**src/logic/pcs_pkg.sv**
```systemverilog
`default_nettype none

package pcs_pkg;

	// Field widths of one 64b/66b block
	localparam int HEADER_WIDTH  = 2;
	localparam int PAYLOAD_WIDTH = 64;
	localparam int BLOCK_WIDTH   = HEADER_WIDTH + PAYLOAD_WIDTH;

	// Each block goes to the gearbox as two equal halves
	localparam int HALF_WIDTH    = BLOCK_WIDTH / 2;

	// History length of the x^58 + x^39 + 1 scrambler
	localparam int SCRAM_WIDTH   = 58;

	typedef logic [HEADER_WIDTH-1:0]  block_header_t;
	typedef logic [PAYLOAD_WIDTH-1:0] block_payload_t;
	typedef logic [HALF_WIDTH-1:0]    half_word_t;
	typedef logic [SCRAM_WIDTH-1:0]   scram_state_t;

	// Legal sync headers, bit 0 is the first bit on the line
	// Data block sends 0 then 1
	localparam block_header_t SYNC_DATA = 2'b10;
	// Control block sends 1 then 0
	localparam block_header_t SYNC_CTRL = 2'b01;

	// Scrambler history after reset
	localparam scram_state_t SCRAM_RESET = '1;

	// Gearbox cadence
	// 32 blocks of 66 bits fill 66 words of 32 bits
	localparam int FRAME_CYCLES = 66;
	localparam int FRAME_BLOCKS = 32;

endpackage

`default_nettype wire

```
**src/logic/serdes_pkg.sv**
```systemverilog
`default_nettype none

package serdes_pkg;

	// Parallel width of one SERDES lane
	localparam int SERDES_WIDTH = 32;

	// One lane word, bit 0 is sent first
	typedef logic [SERDES_WIDTH-1:0] serdes_word_t;

	// Lane count when the top level is not overridden
	localparam int DEFAULT_LANES = 4;

endpackage

`default_nettype wire

```
**src/logic/gearbox_33_to_32.sv**
```systemverilog
`timescale 1ns/1ps
`default_nettype none

module gearbox_33_to_32 (
	input  wire                       clk,
	input  wire                       rst_n,
	input  wire pcs_pkg::half_word_t  data_in,
	input  wire                       valid_in,
	output serdes_pkg::serdes_word_t  data_out
);

	import pcs_pkg::*;
	import serdes_pkg::*;

	// Working buffer holds up to two output words
	localparam int BUF_WIDTH = 2 * SERDES_WIDTH;
	// Buffer plus the slot that leaves this cycle
	localparam int CMB_WIDTH = BUF_WIDTH + SERDES_WIDTH;
	// Fill count reaches BUF_WIDTH + HALF_WIDTH at most
	localparam int FILL_W    = $clog2(BUF_WIDTH) + 1;

	logic                 valid_in_ff;
	logic [FILL_W-1:0]    fill;
	logic [FILL_W-1:0]    fill_next;
	logic [BUF_WIDTH-1:0] work_buf;
	logic [CMB_WIDTH-1:0] word_aligned;
	logic [CMB_WIDTH-1:0] combined;

	always_comb begin
		// New word placed at the top, zeros below it
		word_aligned = {data_in, {(CMB_WIDTH - HALF_WIDTH){1'b0}}};

		// Buffered bits stay left-justified in the upper part
		combined  = {work_buf, {SERDES_WIDTH{1'b0}}};
		fill_next = fill;

		if (valid_in) begin
			if (!valid_in_ff) begin
				// First word after an idle gap starts a fresh buffer
				combined  = word_aligned;
				fill_next = FILL_W'(HALF_WIDTH);
			end else begin
				// Append right behind the bits already held
				combined  = combined | (word_aligned >> fill);
				fill_next = fill + FILL_W'(HALF_WIDTH);
			end
		end
	end

	always_ff @(posedge clk) begin
		if (!rst_n) begin
			valid_in_ff <= 1'b0;
			fill        <= '0;
			work_buf    <= '0;
			data_out    <= '0;
		end else begin
			valid_in_ff <= valid_in;

			// One word leaves every cycle, valid or not
			fill        <= fill_next - FILL_W'(SERDES_WIDTH);
			work_buf    <= combined[BUF_WIDTH-1:0];

			// MSB of the buffer is the earliest bit
			// Mirror it into bit 0 for the SERDES
			for (int i = 0; i < SERDES_WIDTH; i++) begin
				data_out[i] <= combined[CMB_WIDTH-1-i];
			end
		end
	end

endmodule

`default_nettype wire

```
**src/logic/multilane_pcs_tx.sv**
```systemverilog
`timescale 1ns/1ps
`default_nettype none

module multilane_pcs_tx #(
	parameter int LANES = serdes_pkg::DEFAULT_LANES
) (
	input  wire                                      clk,
	input  wire                                      rst_n,
	input  wire pcs_pkg::block_header_t  [LANES-1:0] block_header,
	input  wire pcs_pkg::block_payload_t [LANES-1:0] block_payload,
	input  wire [LANES-1:0]                          polarity_inv,
	output wire                                      block_req,
	output wire serdes_pkg::serdes_word_t [LANES-1:0] serdes_data
);

	import pcs_pkg::*;
	import serdes_pkg::*;

	// Registered blocks, one per lane
	block_header_t  [LANES-1:0] lane_header;
	block_payload_t [LANES-1:0] lane_payload;
	// Shared cadence strobes
	wire                        block_load;
	wire                        half_valid;
	// Gearbox output of every lane
	serdes_word_t   [LANES-1:0] lane_word;

	// Cadence and block capture for all lanes
	tx_block_feeder #(
		.LANES (LANES)
	) u_feeder (
		.clk           (clk),
		.rst_n         (rst_n),
		.block_header  (block_header),
		.block_payload (block_payload),
		.block_req     (block_req),
		.lane_header   (lane_header),
		.lane_payload  (lane_payload),
		.block_load    (block_load),
		.half_valid    (half_valid)
	);

	// Lanes run in lockstep off the same strobes
	for (genvar i = 0; i < LANES; i++) begin : u_lane
		tx_lane u_tx_lane (
			.clk        (clk),
			.rst_n      (rst_n),
			.header     (lane_header[i]),
			.payload    (lane_payload[i]),
			.block_load (block_load),
			.half_valid (half_valid),
			.lane_word  (lane_word[i])
		);
	end

	// Polarity and output register
	tx_lane_bond #(
		.LANES (LANES)
	) u_bond (
		.clk          (clk),
		.rst_n        (rst_n),
		.lane_words   (lane_word),
		.polarity_inv (polarity_inv),
		.serdes_data  (serdes_data)
	);

endmodule

`default_nettype wire

```
**src/logic/tx_block_feeder.sv**
```systemverilog
`timescale 1ns/1ps
`default_nettype none

module tx_block_feeder #(
	parameter int LANES = serdes_pkg::DEFAULT_LANES
) (
	input  wire                                      clk,
	input  wire                                      rst_n,
	input  wire pcs_pkg::block_header_t  [LANES-1:0] block_header,
	input  wire pcs_pkg::block_payload_t [LANES-1:0] block_payload,
	output logic                                     block_req,
	output pcs_pkg::block_header_t       [LANES-1:0] lane_header,
	output pcs_pkg::block_payload_t      [LANES-1:0] lane_payload,
	output logic                                     block_load,
	output logic                                     half_valid
);

	import pcs_pkg::*;

	localparam int CNT_W       = $clog2(FRAME_CYCLES);
	// Two half-words per block, then the idle cycles
	localparam int HALF_CYCLES = 2 * FRAME_BLOCKS;

	typedef enum logic {
		ST_RESET,
		ST_RUN
	} feed_state_t;

	feed_state_t      state;
	logic [CNT_W-1:0] frame_cnt;
	logic [CNT_W-1:0] cnt_next;
	logic             req_next;
	// High in the cycle the source drives its data
	logic             capture;

	always_comb begin
		// Frame counter wraps after the two idle cycles
		if (frame_cnt == CNT_W'(FRAME_CYCLES - 1)) begin
			cnt_next = '0;
		end else begin
			cnt_next = frame_cnt + 1'b1;
		end

		// Request three cycles ahead of each first half
		// Odd cycles only, 61 would be a 33rd block
		req_next = cnt_next[0] && (cnt_next != CNT_W'(HALF_CYCLES - 3));
	end

	always_ff @(posedge clk) begin
		if (!rst_n) begin
			state      <= ST_RESET;
			// Preload so the first request falls on cycle 63
			// Block 0 then meets half_valid at cycle 0
			frame_cnt  <= CNT_W'(FRAME_CYCLES - 4);
			block_req  <= 1'b0;
			capture    <= 1'b0;
			block_load <= 1'b0;
			half_valid <= 1'b0;
		end else begin
			// Request, then source data, then load
			capture    <= block_req;
			block_load <= capture;

			case (state)
				ST_RESET: begin
					state     <= ST_RUN;
					// First request goes out now
					// half_valid stays low, no block is held yet
					frame_cnt <= cnt_next;
					block_req <= req_next;
				end
				ST_RUN: begin
					frame_cnt  <= cnt_next;
					block_req  <= req_next;
					// Half-words flow in cycles 0 to 63
					half_valid <= (cnt_next < CNT_W'(HALF_CYCLES));
				end
				default: begin
					state <= ST_RESET;
				end
			endcase
		end
	end

	// All lanes sampled on the same edge
	always_ff @(posedge clk) begin
		if (capture) begin
			lane_header  <= block_header;
			lane_payload <= block_payload;
		end
	end

endmodule

`default_nettype wire

```
**src/logic/tx_lane.sv**
```systemverilog
`timescale 1ns/1ps
`default_nettype none

module tx_lane (
	input  wire                          clk,
	input  wire                          rst_n,
	input  wire pcs_pkg::block_header_t  header,
	input  wire pcs_pkg::block_payload_t payload,
	input  wire                          block_load,
	input  wire                          half_valid,
	output wire serdes_pkg::serdes_word_t lane_word
);

	import pcs_pkg::*;

	// Taps for x^39 and x^58, index 0 is the newest bit
	localparam int TAP_39 = 38;
	localparam int TAP_58 = 57;

	scram_state_t   scram_state;
	scram_state_t   scram_next;
	block_payload_t payload_scr;
	block_header_t  hold_header;
	block_payload_t hold_payload;
	// Low for the first half, high for the second
	logic           half_sel;
	half_word_t     first_half;
	half_word_t     second_half;
	half_word_t     gb_in;

	// Earliest bit moves to the MSB for the gearbox
	function automatic half_word_t mirror_half(input logic [HALF_WIDTH-1:0] bits);
		half_word_t flipped;
		for (int k = 0; k < HALF_WIDTH; k++) begin
			flipped[HALF_WIDTH-1-k] = bits[k];
		end
		return flipped;
	endfunction

	// Self-synchronous scrambler, payload bit 0 first
	always_comb begin
		scram_next = scram_state;
		for (int i = 0; i < PAYLOAD_WIDTH; i++) begin
			payload_scr[i] = payload[i] ^ scram_next[TAP_39] ^ scram_next[TAP_58];
			// History is fed with scrambled bits
			scram_next     = {scram_next[SCRAM_WIDTH-2:0], payload_scr[i]};
		end
	end

	always_ff @(posedge clk) begin
		if (!rst_n) begin
			scram_state <= SCRAM_RESET;
		end else if (block_load) begin
			scram_state <= scram_next;
		end
	end

	// Block held for its two half-word cycles
	// Header bypasses the scrambler
	always_ff @(posedge clk) begin
		if (block_load) begin
			hold_header  <= header;
			hold_payload <= payload_scr;
		end
	end

	// Parity toggle restarts with every new block
	always_ff @(posedge clk) begin
		if (!rst_n) begin
			half_sel <= 1'b0;
		end else if (block_load) begin
			half_sel <= 1'b0;
		end else if (half_valid) begin
			half_sel <= ~half_sel;
		end
	end

	always_comb begin
		// Header first, then payload bits 0 to 30
		first_half  = mirror_half({hold_payload[HALF_WIDTH-HEADER_WIDTH-1:0], hold_header});
		// Payload bits 31 to 63
		second_half = mirror_half(hold_payload[PAYLOAD_WIDTH-1 -: HALF_WIDTH]);
		gb_in       = half_sel ? second_half : first_half;
	end

	gearbox_33_to_32 u_gearbox (
		.clk      (clk),
		.rst_n    (rst_n),
		.data_in  (gb_in),
		.valid_in (half_valid),
		.data_out (lane_word)
	);

endmodule

`default_nettype wire

```
**src/logic/tx_lane_bond.sv**
```systemverilog
`timescale 1ns/1ps
`default_nettype none

module tx_lane_bond #(
	parameter int LANES = serdes_pkg::DEFAULT_LANES
) (
	input  wire                                     clk,
	input  wire                                     rst_n,
	input  wire serdes_pkg::serdes_word_t [LANES-1:0] lane_words,
	input  wire [LANES-1:0]                         polarity_inv,
	output serdes_pkg::serdes_word_t      [LANES-1:0] serdes_data
);

	import serdes_pkg::*;

	// Final register towards the SERDES
	// Lane i occupies word i of the bus
	always_ff @(posedge clk) begin
		if (!rst_n) begin
			serdes_data <= '0;
		end else begin
			for (int i = 0; i < LANES; i++) begin
				// Inverted lanes compensate swapped P/N board traces
				serdes_data[i] <= lane_words[i] ^ {SERDES_WIDTH{polarity_inv[i]}};
			end
		end
	end

endmodule

`default_nettype wire
```
**config.mk**
```make
export PLATFORM = sky130hd
export DESIGN_NAME = multilane_pcs_tx
export DESIGN_NICKNAME = d
export VERILOG_FILES = /design/src/logic/pcs_pkg.sv /design/src/logic/serdes_pkg.sv /design/src/logic/gearbox_33_to_32.sv /design/src/logic/multilane_pcs_tx.sv /design/src/logic/tx_block_feeder.sv /design/src/logic/tx_lane.sv /design/src/logic/tx_lane_bond.sv
export SDC_FILE = /design/constraint.sdc
export NUM_CORES = 2
export LEC_CHECK = 0
export BUFFER_PORTS_ARGS = -buffer_cell sky130_fd_sc_hd__buf_2
export CORE_MARGIN = 2
export CORE_UTILIZATION = 55
export DETAILED_ROUTE_END_ITERATION = 12
export PLACE_DENSITY = 0.73
export SLEW_MARGIN = 20
export SYNTH_ARGS = -nofsm -noshare
export SYNTH_HDL_FRONTEND = slang
export SYNTH_HIERARCHICAL = 1
export SYNTH_SLANG_ARGS = --single-unit
```
**constraint.sdc**
```tcl
create_clock -name clk -period 8.4 [get_ports clk]
set_clock_uncertainty 0.15 [all_clocks]
set_input_delay 1.26 -clock clk [delete_from_list [all_inputs] [get_ports clk]]
set_output_delay 1.26 -clock clk [all_outputs]
set_load 0.02 [all_outputs]
```
==> reports/results.ini <==
[status]
outcome = finished clean

[route]
antenna_left = 0
avgRoutedWirePerCell_um = 25.99
met3_length_mm = 21.93
top_layer_used = met5
wl_met1_mm = 85.42
wl_mm = 205.2
dr_wl_met2_mm = 89.46
drt_iter0_drc = 6749
routed_via_density = 6.256
vias = 49400
drt_first_pass_iters = 7
drc_errors = 0

[critical_path]
crit_chain = buf_4, buf_4, nand2b_1, nor2_1, nand2_1, nor2_1, a22oi_1, o21ai_0
slowest_stage = nand2_1
worstSetupPathType = reg -> reg
end_kind = register
worstPathArrival_ns = 4.57
start_kind = register
max_stage_delay_ns = 0.60
cp.required_ns = 8.95
worstPathMaxFanout = 42

[synthesis]
synthMuxAreaShare = 0.1271
yosys_warnings = 6
syn-num-nets = 6219
synth_top_family_by_area = compound AO/OA/AOI/OAI gates
synth_area_mm2 = 0.06601
syn_area_per_cell_um2 = 11.11
syn_inst = 5943
yosys.area_share.adder = 0.001137
yosys.cell_types.count = 82
synth_seq_area_share = 0.4804
synthArstFlopShare = 0
synth_xor_area_frac = 0.1148
ys_ff_latch = 1320
synth_compound_area_frac = 0.1303
synth-main-ff-cell = dfxtp_1
synth_enable_flop_cells = 528
synthSimpleGateAreaFrac = 0.1029

[global_routing]
antenna_found_initial = 28
grt_pass1_wl_mm = 303.8
grt_overflow_total = 0
grt_pass1_vias = 46720
grt_usage = 0.3296
grt_max_degree = 188

[cts]
path_clk_slew_ns = 0.07
clockBufferDepth = 3
htree_levels = 4
root_buffer = clkbuf_16
ctsHoldBuffers = 0
cts.sinks = 1320
worstSkewPairLatency_ns = 0.78
post-cts-setup-buffers = 0
cts_tree = done
numCtsBuffers = 141
cts_resized = 0

[place]
portBuffers = 398
gp_congestion = 1.026
dp_hpwl_mm = 144.8

[die]
die_area_mm2 = 0.1228
core_region_area_mm2 = 0.1195
die_h_um = 350.4
initial_core_util = 0.5524
die_w_um = 350.4
ios = 399
rows = 127

[timing]
fin_crit_sh = 0.4780
worstMarginPinSlew_ns = 1.049
max-slew-margin-rel = 0.3006
max_freq_mhz = 249.0
setup_tns_ns = 0
finalSetupViolCount = 0
timing_hold_violations_final = 0
finalMaxSlewViolations = 0
finalCriticalPeriod_ns = 4.016
rsz0062_at_grt = no

[pwr]
power_density_mw_per_mm2 = 226.1
p_leak_nw = 29.67
ir_worst_vdd_mv = 0.2149

[layout]
drive_gt1_frac = 0.2117
final_core_util = 0.6131
final_common_cell = dfxtp_1
fillers = 9595
seq_area_mm2 = 0.03175
layout.nets = 6431
layout_common_cells = 769 x dfxtp_1, 630 x nor2_1, 528 x edfxtp_1, 503 x o21ai_0, 397 x buf_2
area_growth_syn_to_layout_pct = 10.98
multi_input_area_mm2 = 0.03144

[job]
max_cap_violations = 0

[worst_hold_path]
hp-class = reg -> reg

==> final timing paths <==
kind                           start                                    endpoint  slack [ns]  cells past startpoint
max              u_feeder/half_valid  u_lane[2].u_tx_lane/u_gearbox/work_buf[31]        4.38                      8
min          u_feeder/lane_header[3]          u_lane[1].u_tx_lane/hold_header[1]        0.28                      0
max reg2reg      u_feeder/half_valid  u_lane[2].u_tx_lane/u_gearbox/work_buf[31]        4.38                      8
min reg2reg  u_feeder/lane_header[3]          u_lane[1].u_tx_lane/hold_header[1]        0.28                      0
==> cell usage after synthesis, types with 17 or more instances <==
cell / count / share of area
a211oi_1: 17 / 0.0019
a21o_1: 88 / 0.010
a21oi_1: 236 / 0.018
a221o_1: 20 / 0.0030
a22o_1: 28 / 0.0037
a22oi_1: 28 / 0.0032
a31oi_1: 56 / 0.0053
and2_1: 150 / 0.014
and3_1: 20 / 0.0019
buf_1: 24 / 0.0014
buf_2: 107 / 0.0081
buf_6: 20 / 0.0034
clkbuf_1: 221 / 0.013
dfxtp_1: 792 / 0.24
edfxtp_1: 528 / 0.24
inv_1: 177 / 0.010
mux2_2: 324 / 0.055
mux2i_1: 152 / 0.023
mux4_2: 116 / 0.040
nand2_1: 381 / 0.022
nand2b_1: 44 / 0.0042
nand3_1: 74 / 0.0056
nor2_1: 630 / 0.036
nor2b_1: 40 / 0.0038
nor3_1: 81 / 0.0061
o211ai_1: 40 / 0.0045
o21a_1: 24 / 0.0027
o21ai_0: 503 / 0.038
o221a_2: 21 / 0.0036
o221ai_1: 44 / 0.0058
o22ai_1: 88 / 0.0083
o32ai_1: 20 / 0.0027
or3_1: 17 / 0.0016
xnor2_1: 198 / 0.026
xnor2_2: 20 / 0.0049
xnor3_1: 24 / 0.0082
xor2_1: 134 / 0.018
xor3_1: 96 / 0.035
xor3_2: 52 / 0.020
==> through the flow <==
stage                     cell area [um^2]  std cells  total power [mW]  hold WS [ns]  worst slack [ns]
after detailed placement             68550       7624             10.32        0.2577             4.300
after CTS                            73230       7885             16.58        0.2863             4.522
after global routing                 73240       7887             17.09        0.2969             4.262
after floorplan                      66010       5943             9.358        0.2503            0.6101
final                                73260       7895             16.56        0.2826             4.384
after global placement               68550       7624             10.30        0.2529             4.307
==> critical path, delay by kind of cell, from the launching register on <==
| kind | cells | cell delay [ns] |
|---|---|---|
| and+or+nand+nor | 4 | 1.91 |
| AOI/OAI and AO/OA | 2 | 0.27 |
| buffers and inverters | 2 | 0.97 |
| DFF | 1 | 0.56 |
==> cell type report <==
type                       instances  area share
antenna                           10   0.0003416
sequential                      1320      0.4334
timing repair buffer             476     0.03583
clock inverter                    71     0.01015
multi-input combinational       4023      0.4292
tap                             1612     0.02753
clock buffer                     190     0.05371
inverter                         193    0.009889
==> cells by family (layout without fill, tap and decap cells) <==
logic type	after synthesis	in the layout
flip-flops	1320	1320
adder cells (fa/ha/maj)	6	6
buffers and inverters	600	930
XOR/XNOR	532	532
multiplexers	620	620
AO/OA/AOI/OAI	1353	1353
other	0	10
AND/OR/NAND/NOR	1512	1512
==> routing by layer <==
metal	GRT usage	vias up
met3	0.07783	527
li1	-	21910
met5	0	-
met2	0.4904	3021
met4	0.1304	32
met1	0.4656	23900
==> sequential cells by signal (all words and copies together), names as in the netlist <==
register	count
u_feeder/frame_cnt	7
u_feeder/lane_header	8
u_lane.u_tx_lane/u_gearbox/valid_in_ff	4
u_lane.u_tx_lane/scram_state	232
u_feeder/state	1
u_feeder/capture	1
u_lane.u_tx_lane/hold_payload	256
u_feeder/block_load	1
u_lane.u_tx_lane/u_gearbox/data_out	128
u_lane.u_tx_lane/u_gearbox/work_buf	256
u_lane.u_tx_lane/u_gearbox/fill	28
u_bond/serdes_data	128
u_lane.u_tx_lane/hold_header	8
u_lane.u_tx_lane/half_sel	4
u_feeder/half_valid	1
u_feeder/lane_payload	256
u_feeder/block_req	1
==> power breakdown <==
| group | internal [mW] | leakage, nW | total [mW] | switching, mW |
|---|---|---|---|---|
| logic | 1.13 | 16.1 | 2.99 | 1.85 |
| registers | 7.07 | 11.3 | 7.30 | 0.231 |
| clock network | 3.63 | 2.27 | 6.27 | 2.64 |
| total | 11.8 | 29.7 | 16.6 | 4.73 |
(Power assumes the default switching activity.)
